## src/rtl/vlb_params.svh

```systemverilog
`ifndef VLB_PARAMS_SVH
`define VLB_PARAMS_SVH

// fabric size
`define VLB_TOR_NUM         8
`define VLB_SLOT_NUM        2
`define VLB_OCS_NUM         2

// index of this tor in the rotation
`define VLB_MY_TOR_ID       0

// per destination buffer budget in one slot
`define VLB_SLOT_MAX_BYTES  32'h0004_0000

`define VLB_BYTE_W          32

`endif

```

## src/rtl/vlb_queue_pkg.sv

```systemverilog
`include "vlb_params.svh"

package vlb_queue_pkg;

    typedef logic [`VLB_BYTE_W-1:0] byte_cnt_t;

    // one byte count per destination queue
    typedef byte_cnt_t [`VLB_TOR_NUM-1:0] queue_vec_t;

    // relay offer from a neighbour on one uplink
    typedef struct packed {
        queue_vec_t bytes;
        byte_cnt_t  capacity;
    } offer_t;

    // queue sizes reported by the packet buffer
    typedef struct packed {
        queue_vec_t local_size;
        queue_vec_t unlocal_size;
    } queue_snap_t;

endpackage

```

## src/rtl/vlb_topo_pkg.sv

```systemverilog
`include "vlb_params.svh"

package vlb_topo_pkg;

    typedef logic [$clog2(`VLB_TOR_NUM)-1:0]  tor_id_t;
    typedef logic [$clog2(`VLB_SLOT_NUM)-1:0] slot_id_t;

    // neighbours reached in the next slot
    typedef struct packed {
        tor_id_t even_hop;
        tor_id_t odd_hop;
    } next_hop_t;

    typedef enum logic [1:0] {
        IDLE  = 2'd0,
        GRANT = 2'd1,
        WAIT  = 2'd2
    } arb_state_t;

endpackage

```

## src/rtl/vlb_queue_snapshot.sv

```systemverilog
`timescale 1ns/1ps

module vlb_queue_snapshot (
    input  logic                       i_clk,
    input  logic                       i_rst,
    input  logic                       i_slot_start,
    input  vlb_topo_pkg::slot_id_t     i_slot_id,
    input  logic                       i_check_queue_resp_ready,
    input  vlb_queue_pkg::queue_snap_t i_queue_snap,
    output logic                       o_check_queue_req_valid,
    output logic                       o_snap_pulse,
    output vlb_queue_pkg::queue_snap_t o_snap,
    output vlb_topo_pkg::slot_id_t     o_slot_id
);
    import vlb_topo_pkg::*;

    logic     slot_start_q;
    slot_id_t slot_id_q;
    logic [2:0] resp_sync;
    logic     resp_rise;

    ////////////////////////////////////////////////////////////
    // slot start capture
    ////////////////////////////////////////////////////////////
    always_ff @(posedge i_clk or posedge i_rst) begin
        if (i_rst) begin
            slot_start_q <= 1'b0;
            slot_id_q    <= '0;
        end else begin
            slot_start_q <= i_slot_start;
            if (i_slot_start) begin
                slot_id_q <= i_slot_id;
            end
        end
    end

    // request held until the response is fully synchronised
    always_ff @(posedge i_clk or posedge i_rst) begin
        if (i_rst) begin
            o_check_queue_req_valid <= 1'b0;
        end else if (resp_sync[2]) begin
            o_check_queue_req_valid <= 1'b0;
        end else if (slot_start_q) begin
            o_check_queue_req_valid <= 1'b1;
        end
    end

    ////////////////////////////////////////////////////////////
    // response from the buffer clock domain
    ////////////////////////////////////////////////////////////
    always_ff @(posedge i_clk or posedge i_rst) begin
        if (i_rst) begin
            resp_sync <= 3'b000;
        end else begin
            resp_sync <= {resp_sync[1:0], i_check_queue_resp_ready};
        end
    end

    assign resp_rise = resp_sync[1] & ~resp_sync[2];

    always_ff @(posedge i_clk or posedge i_rst) begin
        if (i_rst) begin
            o_snap_pulse <= 1'b0;
            o_slot_id    <= '0;
        end else begin
            o_snap_pulse <= resp_rise;
            if (resp_rise) begin
                o_slot_id <= slot_id_q;
            end
        end
    end

    // queue sizes are stable while the response level is high
    always_ff @(posedge i_clk) begin
        if (resp_rise) begin
            o_snap <= i_queue_snap;
        end
    end

endmodule

```

## src/rtl/vlb_next_hop.sv

```systemverilog
`timescale 1ns/1ps
`include "vlb_params.svh"

module vlb_next_hop (
    input  logic                    i_clk,
    input  logic                    i_rst,
    input  logic                    i_snap_pulse,
    input  vlb_topo_pkg::slot_id_t  i_slot_id,
    output vlb_topo_pkg::next_hop_t o_next_hop
);
    import vlb_topo_pkg::*;

    localparam int TOR_NUM  = `VLB_TOR_NUM;
    localparam int SLOT_NUM = `VLB_SLOT_NUM;
    localparam int MY_ID    = `VLB_MY_TOR_ID;

    slot_id_t next_slot;
    int       hop_step;
    tor_id_t  even_id;
    tor_id_t  odd_id;

    // next slot wraps over the ocs cycle
    always_comb begin
        if (int'(i_slot_id) == SLOT_NUM - 1) begin
            next_slot = '0;
        end else begin
            next_slot = i_slot_id + 1'b1;
        end
    end

    // rotation distance in slot s is 2s+1
    assign hop_step = (2 * int'(next_slot) + 1) % TOR_NUM;

    // even ocs rotates forward, odd ocs backward
    assign even_id = tor_id_t'((MY_ID + hop_step) % TOR_NUM);
    assign odd_id  = tor_id_t'((MY_ID + TOR_NUM - hop_step) % TOR_NUM);

    always_ff @(posedge i_clk or posedge i_rst) begin
        if (i_rst) begin
            o_next_hop <= '0;
        end else if (i_snap_pulse) begin
            o_next_hop.even_hop <= even_id;
            o_next_hop.odd_hop  <= odd_id;
        end
    end

endmodule

```

## src/rtl/vlb_offer_arbiter.sv

```systemverilog
`timescale 1ns/1ps
`include "vlb_params.svh"

module vlb_offer_arbiter (
    input  logic                  i_clk,
    input  logic                  i_rst,
    input  logic                  i_offer0_valid,
    input  vlb_queue_pkg::offer_t i_offer0,
    input  logic                  i_offer1_valid,
    input  vlb_queue_pkg::offer_t i_offer1,
    input  logic                  i_relay_done,
    output logic                  o_grant_valid,
    output logic                  o_grant_port,
    output vlb_queue_pkg::offer_t o_grant_offer
);
    import vlb_queue_pkg::*;
    import vlb_topo_pkg::*;

    localparam int PORT_NUM = `VLB_OCS_NUM;

    arb_state_t          state;
    arb_state_t          state_nxt;
    logic [PORT_NUM-1:0] offer_valid;
    offer_t              offer_in [PORT_NUM];
    offer_t              offer_q  [PORT_NUM];
    logic [PORT_NUM-1:0] pending;
    logic                grant_take;
    logic                pick_port;

    assign offer_valid = {i_offer1_valid, i_offer0_valid};
    assign offer_in[0] = i_offer0;
    assign offer_in[1] = i_offer1;

    ////////////////////////////////////////////////////////////
    // pending offers per uplink
    ////////////////////////////////////////////////////////////
    // a new offer overrides the clear of a port being granted
    always_ff @(posedge i_clk or posedge i_rst) begin
        if (i_rst) begin
            pending <= '0;
        end else begin
            for (int p = 0; p < PORT_NUM; p++) begin
                if (offer_valid[p]) begin
                    pending[p] <= 1'b1;
                end else if (grant_take && (int'(pick_port) == p)) begin
                    pending[p] <= 1'b0;
                end
            end
        end
    end

    // later offer from the same port replaces the stored one
    always_ff @(posedge i_clk) begin
        for (int p = 0; p < PORT_NUM; p++) begin
            if (offer_valid[p]) begin
                offer_q[p] <= offer_in[p];
            end
        end
    end

    ////////////////////////////////////////////////////////////
    // grant fsm with port 0 first
    ////////////////////////////////////////////////////////////
    assign pick_port  = ~pending[0];
    assign grant_take = (state == IDLE) && (|pending);

    always_comb begin
        state_nxt = state;
        case (state)
            IDLE:    if (|pending) state_nxt = GRANT;
            GRANT:   state_nxt = WAIT;
            WAIT:    if (i_relay_done) state_nxt = IDLE;
            default: state_nxt = IDLE;
        endcase
    end

    always_ff @(posedge i_clk or posedge i_rst) begin
        if (i_rst) begin
            state        <= IDLE;
            o_grant_port <= 1'b0;
        end else begin
            state <= state_nxt;
            if (grant_take) begin
                o_grant_port <= pick_port;
            end
        end
    end

    always_ff @(posedge i_clk) begin
        if (grant_take) begin
            o_grant_offer <= offer_q[pick_port];
        end
    end

    assign o_grant_valid = (state == GRANT);

endmodule

```

## src/rtl/vlb_relay_alloc.sv

```systemverilog
`timescale 1ns/1ps
`include "vlb_params.svh"

module vlb_relay_alloc (
    input  logic                       i_clk,
    input  logic                       i_rst,
    input  logic                       i_snap_pulse,
    input  vlb_queue_pkg::queue_snap_t i_snap,
    input  vlb_topo_pkg::next_hop_t    i_next_hop,
    input  logic                       i_grant_valid,
    input  logic                       i_grant_port,
    input  vlb_queue_pkg::offer_t      i_grant_offer,
    output logic                       o_relay_valid,
    output logic                       o_relay_port,
    output vlb_queue_pkg::queue_vec_t  o_relay
);
    import vlb_queue_pkg::*;
    import vlb_topo_pkg::*;

    localparam byte_cnt_t SLOT_MAX = `VLB_SLOT_MAX_BYTES;

    queue_vec_t budget;
    tor_id_t    hop_a;
    tor_id_t    hop_b;
    byte_cnt_t  cap;
    byte_cnt_t  cap_left;
    byte_cnt_t  relay_a;
    byte_cnt_t  relay_b;
    queue_vec_t relay_nxt;

    function automatic byte_cnt_t min2(input byte_cnt_t x, input byte_cnt_t y);
        return (x < y) ? x : y;
    endfunction

    // free space for one destination saturates at zero
    function automatic byte_cnt_t slot_budget(input byte_cnt_t loc, input byte_cnt_t unloc);
        logic [`VLB_BYTE_W:0] used;
        used = {1'b0, loc} + {1'b0, unloc};
        if (used >= {1'b0, SLOT_MAX}) begin
            return '0;
        end else begin
            return SLOT_MAX - used[`VLB_BYTE_W-1:0];
        end
    endfunction

    ////////////////////////////////////////////////////////////
    // grant computation
    ////////////////////////////////////////////////////////////
    assign hop_a = i_next_hop.even_hop;
    assign hop_b = i_next_hop.odd_hop;
    assign cap   = i_grant_offer.capacity;

    assign relay_a  = min2(min2(i_grant_offer.bytes[hop_a], cap), budget[hop_a]);
    // relay_a never exceeds cap
    assign cap_left = cap - relay_a;
    assign relay_b  = min2(min2(i_grant_offer.bytes[hop_b], cap_left), budget[hop_b]);

    always_comb begin
        relay_nxt        = '0;
        relay_nxt[hop_a] = relay_a;
        relay_nxt[hop_b] = relay_b;
    end

    ////////////////////////////////////////////////////////////
    // budgets
    ////////////////////////////////////////////////////////////
    always_ff @(posedge i_clk or posedge i_rst) begin
        if (i_rst) begin
            budget <= '0;
        end else if (i_snap_pulse) begin
            for (int q = 0; q < `VLB_TOR_NUM; q++) begin
                budget[q] <= slot_budget(i_snap.local_size[q], i_snap.unlocal_size[q]);
            end
        end else if (i_grant_valid) begin
            budget[hop_a] <= budget[hop_a] - relay_a;
            budget[hop_b] <= budget[hop_b] - relay_b;
        end
    end

    always_ff @(posedge i_clk or posedge i_rst) begin
        if (i_rst) begin
            o_relay_valid <= 1'b0;
            o_relay_port  <= 1'b0;
        end else begin
            o_relay_valid <= i_grant_valid;
            if (i_grant_valid) begin
                o_relay_port <= i_grant_port;
            end
        end
    end

    // vector is zero outside the valid cycle
    always_ff @(posedge i_clk) begin
        o_relay <= i_grant_valid ? relay_nxt : '0;
    end

endmodule

```

## src/rtl/vlb_relay_ctrl.sv

```systemverilog
`timescale 1ns/1ps

module vlb_relay_ctrl (
    input  logic                       i_clk,
    input  logic                       i_rst,
    input  logic                       i_slot_start,
    input  vlb_topo_pkg::slot_id_t     i_slot_id,
    output logic                       o_check_queue_req_valid,
    input  logic                       i_check_queue_resp_ready,
    input  vlb_queue_pkg::queue_snap_t i_queue_snap,
    input  logic                       i_offer0_valid,
    input  vlb_queue_pkg::offer_t      i_offer0,
    input  logic                       i_offer1_valid,
    input  vlb_queue_pkg::offer_t      i_offer1,
    output logic                       o_relay_valid,
    output logic                       o_relay_port,
    output vlb_queue_pkg::queue_vec_t  o_relay
);
    import vlb_queue_pkg::*;
    import vlb_topo_pkg::*;

    logic        snap_pulse;
    queue_snap_t snap;
    slot_id_t    slot_id;
    next_hop_t   next_hop;
    logic        grant_valid;
    logic        grant_port;
    offer_t      grant_offer;
    logic        relay_done;

    assign o_relay_valid = relay_done;

    vlb_queue_snapshot u_vlb_queue_snapshot (
        .i_clk                    (i_clk),
        .i_rst                    (i_rst),
        .i_slot_start             (i_slot_start),
        .i_slot_id                (i_slot_id),
        .i_check_queue_resp_ready (i_check_queue_resp_ready),
        .i_queue_snap             (i_queue_snap),
        .o_check_queue_req_valid  (o_check_queue_req_valid),
        .o_snap_pulse             (snap_pulse),
        .o_snap                   (snap),
        .o_slot_id                (slot_id)
    );

    vlb_next_hop u_vlb_next_hop (
        .i_clk        (i_clk),
        .i_rst        (i_rst),
        .i_snap_pulse (snap_pulse),
        .i_slot_id    (slot_id),
        .o_next_hop   (next_hop)
    );

    vlb_offer_arbiter u_vlb_offer_arbiter (
        .i_clk          (i_clk),
        .i_rst          (i_rst),
        .i_offer0_valid (i_offer0_valid),
        .i_offer0       (i_offer0),
        .i_offer1_valid (i_offer1_valid),
        .i_offer1       (i_offer1),
        .i_relay_done   (relay_done),
        .o_grant_valid  (grant_valid),
        .o_grant_port   (grant_port),
        .o_grant_offer  (grant_offer)
    );

    vlb_relay_alloc u_vlb_relay_alloc (
        .i_clk         (i_clk),
        .i_rst         (i_rst),
        .i_snap_pulse  (snap_pulse),
        .i_snap        (snap),
        .i_next_hop    (next_hop),
        .i_grant_valid (grant_valid),
        .i_grant_port  (grant_port),
        .i_grant_offer (grant_offer),
        .o_relay_valid (relay_done),
        .o_relay_port  (o_relay_port),
        .o_relay       (o_relay)
    );

endmodule

```

## config.mk

```make
export PLATFORM = sky130hd
export DESIGN_NAME = vlb_relay_ctrl
export DESIGN_NICKNAME = d
export VERILOG_FILES = /design/src/rtl/vlb_queue_pkg.sv /design/src/rtl/vlb_topo_pkg.sv /design/src/rtl/vlb_queue_snapshot.sv /design/src/rtl/vlb_next_hop.sv /design/src/rtl/vlb_offer_arbiter.sv /design/src/rtl/vlb_relay_alloc.sv /design/src/rtl/vlb_relay_ctrl.sv
export VERILOG_INCLUDE_DIRS = /design/src /design/src/rtl
export SDC_FILE = /design/constraint.sdc
export NUM_CORES = 2
export LEC_CHECK = 0
export ABC_CLOCK_PERIOD_IN_PS = 25500
export CORE_AREA = 8 8 524 526
export DETAILED_ROUTE_END_ITERATION = 7
export DIE_AREA = 0 0 532 534
export DONT_BUFFER_PORTS = 1
export GPL_TIMING_DRIVEN = 1
export SLEW_MARGIN = 20
export SYNTH_ARGS = -nofsm -noshare
export SYNTH_HDL_FRONTEND = slang
export SYNTH_HIERARCHICAL = 1
export SYNTH_SLANG_ARGS = --single-unit
```

## constraint.sdc

```tcl
create_clock -name i_clk -period 25.5 [get_ports i_clk]
set_clock_uncertainty 0.2 [all_clocks]
set_input_delay 1.275 -clock i_clk [delete_from_list [all_inputs] [get_ports i_clk]]
set_output_delay 1.275 -clock i_clk [all_outputs]
set_load 0.1 [all_outputs]
```

# After elaboration in Yosys (flattened, before gate mapping)
# Memories as Yosys holds them, arrays and structs flattened. A register that Yosys moved wholly into a read port is not among the register bits.
# Cells that the tools add are included.
# word_totals
reg_bits	1045
ramBits	576
in_bits	1095
out_inout_bits	259
elab_cells	148
memories	1
# memory_table
name	depth	width	read_ports	rd_clocked_by_memory_dff	wr	line	text
u_vlb_offer_arbiter.offer_q	2	288	1	1	2	vlb_offer_arbiter.sv:25	offer_t offer_q [PORT_NUM];
# classes
addsub	22
n_lt_le_gt_ge	16
n_eq_ne	4
muxes	43
bitwise_logic	4
n_reduce_logical	12
# op_table
op	n
bitwise mux 256 bit	3
two-way mux 32 bit	18
two-way mux 256 bit	2
binary-select mux 32 bit (select 3 bit)	4
adder 32 x 32 -> 33 bit	8
>= comparator 33 x 19 -> 1 bit, second input constant	8
bitwise AND 256 bit	1
subtractor 19 x 32 -> 32 bit, first input constant	8
demux 32 bit (select 3 bit)	2
< comparator 32 bit	4
subtractor 32 bit	3
two-way mux 1 bit	11
< comparator 3 x 4 -> 1 bit, second input constant	2
nonzero test 2 bit	4
>= comparator 3 x 1 -> 1 bit, second input constant	2
one-hot mux 2 bit (3 select lines)	1
logical AND 1 bit	5
two-way mux 2 bit	2
adder 2 x 1 -> 3 bit, second input constant	1
subtractor 1 x 3 -> 3 bit, first input constant	1
== test 2 x 1 -> 1 bit, second input constant	1
== test 2 bit, second input constant	1
zero test 2 bit	1
!= test 2 x 1 -> 1 bit, second input constant	1
6 further kinds	7

# Longest topological paths before layout
# depth
ltp_word	15
ltp_mapped	91
ltp_nobuf	77

# By module
# Netlist, hierarchy kept.
# modules_own_cells
module	n_inst	cells_per_inst	area_per_inst_um2	seq_area_each_um2
vlb_relay_alloc	1	6708	51769.7	11581.1
vlb_offer_arbiter	1	1203	30805.8	26070.0
vlb_queue_snapshot	1	526	15626.2	15574.9
vlb_next_hop	1	12	135.1	75.1

# Worst setup path after synthesis
# Ideal clock, no wire load.
# synth_path
path_kind	reg2reg
start	register u_vlb_next_hop/o_next_hop[3] (netlist name)
end	register u_vlb_relay_alloc/budget[147] (netlist name)
setup_ns	0.154
arrival_time_ns	18.583
required_ns	25.146
slack_ns	6.563
stages_incl_launch_ff	81
path_buffers	15
synth_period_minus_slack_ns	18.937
cell_sequence	dfrtp_1 > buf_4 > clkbuf_1 > nor3b_1 > clkbuf_1 > a22oi_1 > nand4_1 > ha_1 > a21o_1 > a21o_1 > a21o_1 > a21o_1 > a211o_1 > a21oi_1 > nand2_1 > clkbuf_1 > mux2i_1 > inv_1 > [... 45 more ...] > clkbuf_1 > buf_1 > clkbuf_1 > o211ai_1 > o21ai_1 > inv_1 > ha_1 > a21o_1 > a21o_1 > nand2_1 > a211oi_1 > a211oi_1 > a311oi_2 > o211ai_2 > o211ai_1 > a21bo_1 > a311oi_2 > o221ai_1
# synth_between
elab_chain_cells	15
word_cells_on_any_way	24
classes_between	add/sub: 3; order compare: 6; mux: 14; reduce/logical: 1
# synth_rtl
element	line	text
from (decl)	vlb_next_hop.sv:9	output vlb_topo_pkg::next_hop_t o_next_hop
binary-select mux 32 bit (select 3 bit)	vlb_relay_alloc.sv:53	assign relay_a = min2(min2(i_grant_offer.bytes[hop_a], cap), budget[hop_a]);
two-way mux 32 bit (implied by the code)	vlb_relay_alloc.sv:53	
< comparator 32 bit	vlb_relay_alloc.sv:32	return (x < y) ? x : y;
two-way mux 32 bit	vlb_relay_alloc.sv:32	
< comparator 32 bit	vlb_relay_alloc.sv:32	
two-way mux 32 bit	vlb_relay_alloc.sv:32	
subtractor 32 bit	vlb_relay_alloc.sv:55	assign cap_left = cap - relay_a;
< comparator 32 bit	vlb_relay_alloc.sv:32	
two-way mux 32 bit	vlb_relay_alloc.sv:32	
< comparator 32 bit	vlb_relay_alloc.sv:32	
two-way mux 32 bit	vlb_relay_alloc.sv:32	
subtractor 32 bit	vlb_relay_alloc.sv:76	budget[hop_b] <= budget[hop_b] - relay_b;
bitwise mux 256 bit (*)	vlb_relay_alloc.sv:76	
two-way mux 256 bit (*)	vlb_relay_alloc.sv:74	end else if (i_grant_valid) begin
two-way mux 256 bit (*)	vlb_relay_alloc.sv:70	end else if (i_snap_pulse) begin
to (signal, indexed assignment)	vlb_relay_alloc.sv:72	budget[q] <= slot_budget(i_snap.local_size[q], i_snap.unlocal_size[q]);
to (signal, indexed assignment)	vlb_relay_alloc.sv:75	budget[hop_a] <= budget[hop_a] - relay_a;
to (signal, indexed assignment)	vlb_relay_alloc.sv:76	
to (decl)	vlb_relay_alloc.sv:22	queue_vec_t budget;
# Every way passes the cells marked *; elsewhere a longest branch is shown, timed or not. The select of a mux whose other input is x is not followed.
# A chain may end at the register's enable or synchronous reset.

# Final worst setup path
# Same ends and word-level chain as after synthesis.

==> reports/summary.txt <==
DIE HEIGHT - 534 um
post-route cell area - 110000 sq um
final routed wire length divided by cell count - 36.8 um
hpwl dp - 340000 um
HP Class - primary input to asynchronous set/reset pin
initial antenna violation count - 218
Num CTS Buffers - 215
CP max-delay cell - a21oi_4
Initial DRT Pass Iterations - 8
RSZ-0062 raised after global routing - false
Synth cell types - 125
status - finished, violations left
Via density - 6.30
Critical Setup Path Class - flip-flop to flip-flop
Max Cap Viol - 0
Post-synth ARST share - 14.4%
Die W - 532 um
post-place setup slack - 3.91 ns
number of flops mapped to enable cells by yosys - 1376
cts repair resizes - 0
Final Cycle Share - 86.2%
Core Area - 266000 sq um
Routability Congestion - 0.992
vias in the first global route - 73500
fraction of layout cells with a size suffix above 1 - 11.6%
via count - 76900
root buffer cell - clkbuf_16
Mapped Cells - 8449
Worst setup SP type - flip-flop
CTS tree - built
Slew Limit Fails - 621
Critical Path AT - 22.54 ns
P&R area growth vs syn - 11.8%
cell area after synthesis - 98300 sq um
crit-path max FO - 50
slew margin rel. - -108%
total die area - 284000 sq um
Tightest Pin Transition - 3.11 ns
H-Tree Level Count - 4
Max Root-Sink Buffers - 4
setup_tns - 0 ns
I/O Buffers - 0
Worst-Skew Late Latency - 0.93 ns
Post-DRT Antenna Nets - 0
flops & latches, synth - 1906
Crit path largest cell delay - 0.81 ns
post-synthesis sequential area ratio - 54.2%
first-pass GRT wire length - 605000 um
pin count of the biggest net entering global routing - 290
GRT overflow - 0
placed inst area - 103000 sq um
syn avg cell area - 11.6 sq um
PnR worst setup slack - 3.52 ns
Req. time, crit path - 26.06 ns
Rows - 190
CP Capture Type - flip-flop
IO Pins - 1354
Yosys Warn Count - 6
clock sink count - 1906
post-layout min period - 21.98 ns
final hold viol count - 0
syn_nets - 10000
DRC - 6
final WL - 449000 um
Initial Util - 36.9%
Final Setup Violations - 0
failing checks - DRC, slew limit
Reg clk slew, reported paths - 0.06 ns
drt first-iter violations - 10600
Final Net Count - 9971
Max Freq - 45.5 MHz
number of fill cells in the layout - 24800
Tot GR Track Use - 29.9%
Top FF cell, synth - edfxtp_1
## state kept, by name, indices dropped and copies added, names as in the netlist
register and flops:
u_vlb_next_hop/o_next_hop 3, u_vlb_offer_arbiter/state 2, u_vlb_offer_arbiter/pending 2, u_vlb_offer_arbiter/offer_q 576
u_vlb_queue_snapshot/slot_id_q 1, u_vlb_queue_snapshot/o_check_queue_req_valid 1, u_vlb_relay_alloc/o_relay 256, u_vlb_offer_arbiter/o_grant_port 1
u_vlb_queue_snapshot/resp_sync 3, u_vlb_relay_alloc/budget 256, u_vlb_queue_snapshot/o_snap_pulse 1, u_vlb_relay_alloc/o_relay_valid 1
u_vlb_relay_alloc/o_relay_port 1, u_vlb_queue_snapshot/slot_start_q 1, u_vlb_queue_snapshot/o_snap 512, u_vlb_offer_arbiter/o_grant_offer 288
u_vlb_queue_snapshot/o_slot_id 1
## layout make-up
class	count	area, sq um	share of cell area (%)
Antenna cell	78	195	0.178
Sequential cell	1906	53300	48.5
Clock buffer	279	5880	5.35
Clock inverter	109	1240	1.12
Multi-Input combinational cell	5821	42400	38.6
Inverter	292	1110	1.01
Tap cell	3552	4440	4.04
Timing Repair Buffer	168	1300	1.18
## cell usage after synthesis (55+ instances only)
| master | n | area [sq um] |
|---|---|---|
| o21ai_0 | 306 | 1530 |
| inv_1 | 290 | 1090 |
| nor3_1 | 137 | 686 |
| or4_1 | 72 | 541 |
| nor2_1 | 761 | 2860 |
| nand3_1 | 119 | 596 |
| a22oi_1 | 371 | 2790 |
| dfrtp_1 | 274 | 6860 |
| a21o_1 | 121 | 908 |
| xor2_1 | 138 | 1210 |
| o21ai_1 | 60 | 300 |
| o22a_1 | 206 | 1800 |
| clkbuf_1 | 331 | 1240 |
| mux2_4 | 270 | 4050 |
| mux2i_1 | 55 | 551 |
| nand4_1 | 95 | 594 |
| nand2_1 | 431 | 1620 |
| a31oi_1 | 65 | 407 |
| ha_1 | 461 | 5770 |
| nand2b_1 | 80 | 500 |
| o221ai_1 | 71 | 622 |
| xnor2_1 | 213 | 1870 |
| o22ai_1 | 311 | 1950 |
| or3_1 | 59 | 369 |
| dfxtp_1 | 256 | 5120 |
| a21oi_1 | 488 | 2440 |
| edfxtp_1 | 1376 | 41300 |
| o21a_1 | 58 | 435 |
## final timing paths
kind / start / endpoint / slack (ns) / depth (start not counted)
setup / recovery: u_vlb_next_hop/o_next_hop[3] / u_vlb_relay_alloc/budget[147] / 3.52 / 75
max in group asynchronous: i_rst / u_vlb_relay_alloc/budget[197] / 22.23 / 3
hold reg to reg: u_vlb_queue_snapshot/resp_sync[0] / u_vlb_queue_snapshot/resp_sync[1] / 0.15 / 0
hold / removal: i_rst / u_vlb_relay_alloc/o_relay_port / 0.15 / 1
setup reg to reg: u_vlb_next_hop/o_next_hop[3] / u_vlb_relay_alloc/budget[147] / 3.52 / 75
min in group i_clk: u_vlb_queue_snapshot/resp_sync[0] / u_vlb_queue_snapshot/resp_sync[1] / 0.15 / 0
## through the flow
step | std cells | hold slack [ns] | utilization [%]
after floorplan | 8449 | 0.131 | -
after global placement | 11700 | 0.139 | 38.5
after detailed placement | 11700 | 0.140 | 38.5
after CTS | 12100 | 0.135 | 41.2
after global routing | 12200 | 0.159 | 41.2
final | 12200 | 0.151 | 41.2
## cell usage in the layout (no fill, tap or decap), drive strengths merged, types with 256 or more instances in the layout
master  synthesis  layout
a21oi         492     492
a22oi         371     371
clkbuf        331     279
dfrtp         274     274
dfxtp         256     256
edfxtp       1376    1376
ha            461     461
inv           290     299
mux2          306     306
nand2         431     431
nor2          762     762
o21ai         370     370
o22ai         313     313
## metal layers
layer  GRT usage [%]  up-vias  routed length (um)  part of all wire (%)
met5               0        -                1050                  0.23
li1                -    32500                   -                     -
met3            9.47     1254               47900                    11
met2            49.2     5160              207000                    46
met1            35.9    37800              167000                    37
met4            13.4      160               25300                   5.6
## critical path, delay by kind of cell (launching register included)
family / cells / cell delay [ns]
AO/OA/AOI/OAI: 46 / 12.38
AND/OR/NAND/NOR: 14 / 3.56
buffers and inverters: 7 / 2.39
adder cells (fa/ha/maj): 6 / 2.05
flip-flops: 1 / 0.64
multiplexers: 1 / 0.26
XOR/XNOR: 1 / 0.21
## logic make-up (layout without fill, tap and decap cells)
family                   Yosys count  count (layout)  synth area share (%)
AO/OA/AOI/OAI                   2567            2567                  18.0
XOR/XNOR                         353             353                  3.16
adder cells (fa/ha/maj)          484             484                  6.21
buffers and inverters            722             848                  3.09
flip-flops                      1906            1906                  54.2
multiplexers                     372             372                  5.35
other                              1              79               0.00381
AND/OR/NAND/NOR                 2044            2044                  9.93
## what timing repair did
item | in CTS | in global routing
setup buffers | 0 | 0
hold buffers | 1 | 0
hold endpoints to repair | 16 | 0
Power is left out: the tool's default activity adds up to more than one toggle a clock period on the data nets, which glitch-free logic cannot reach.
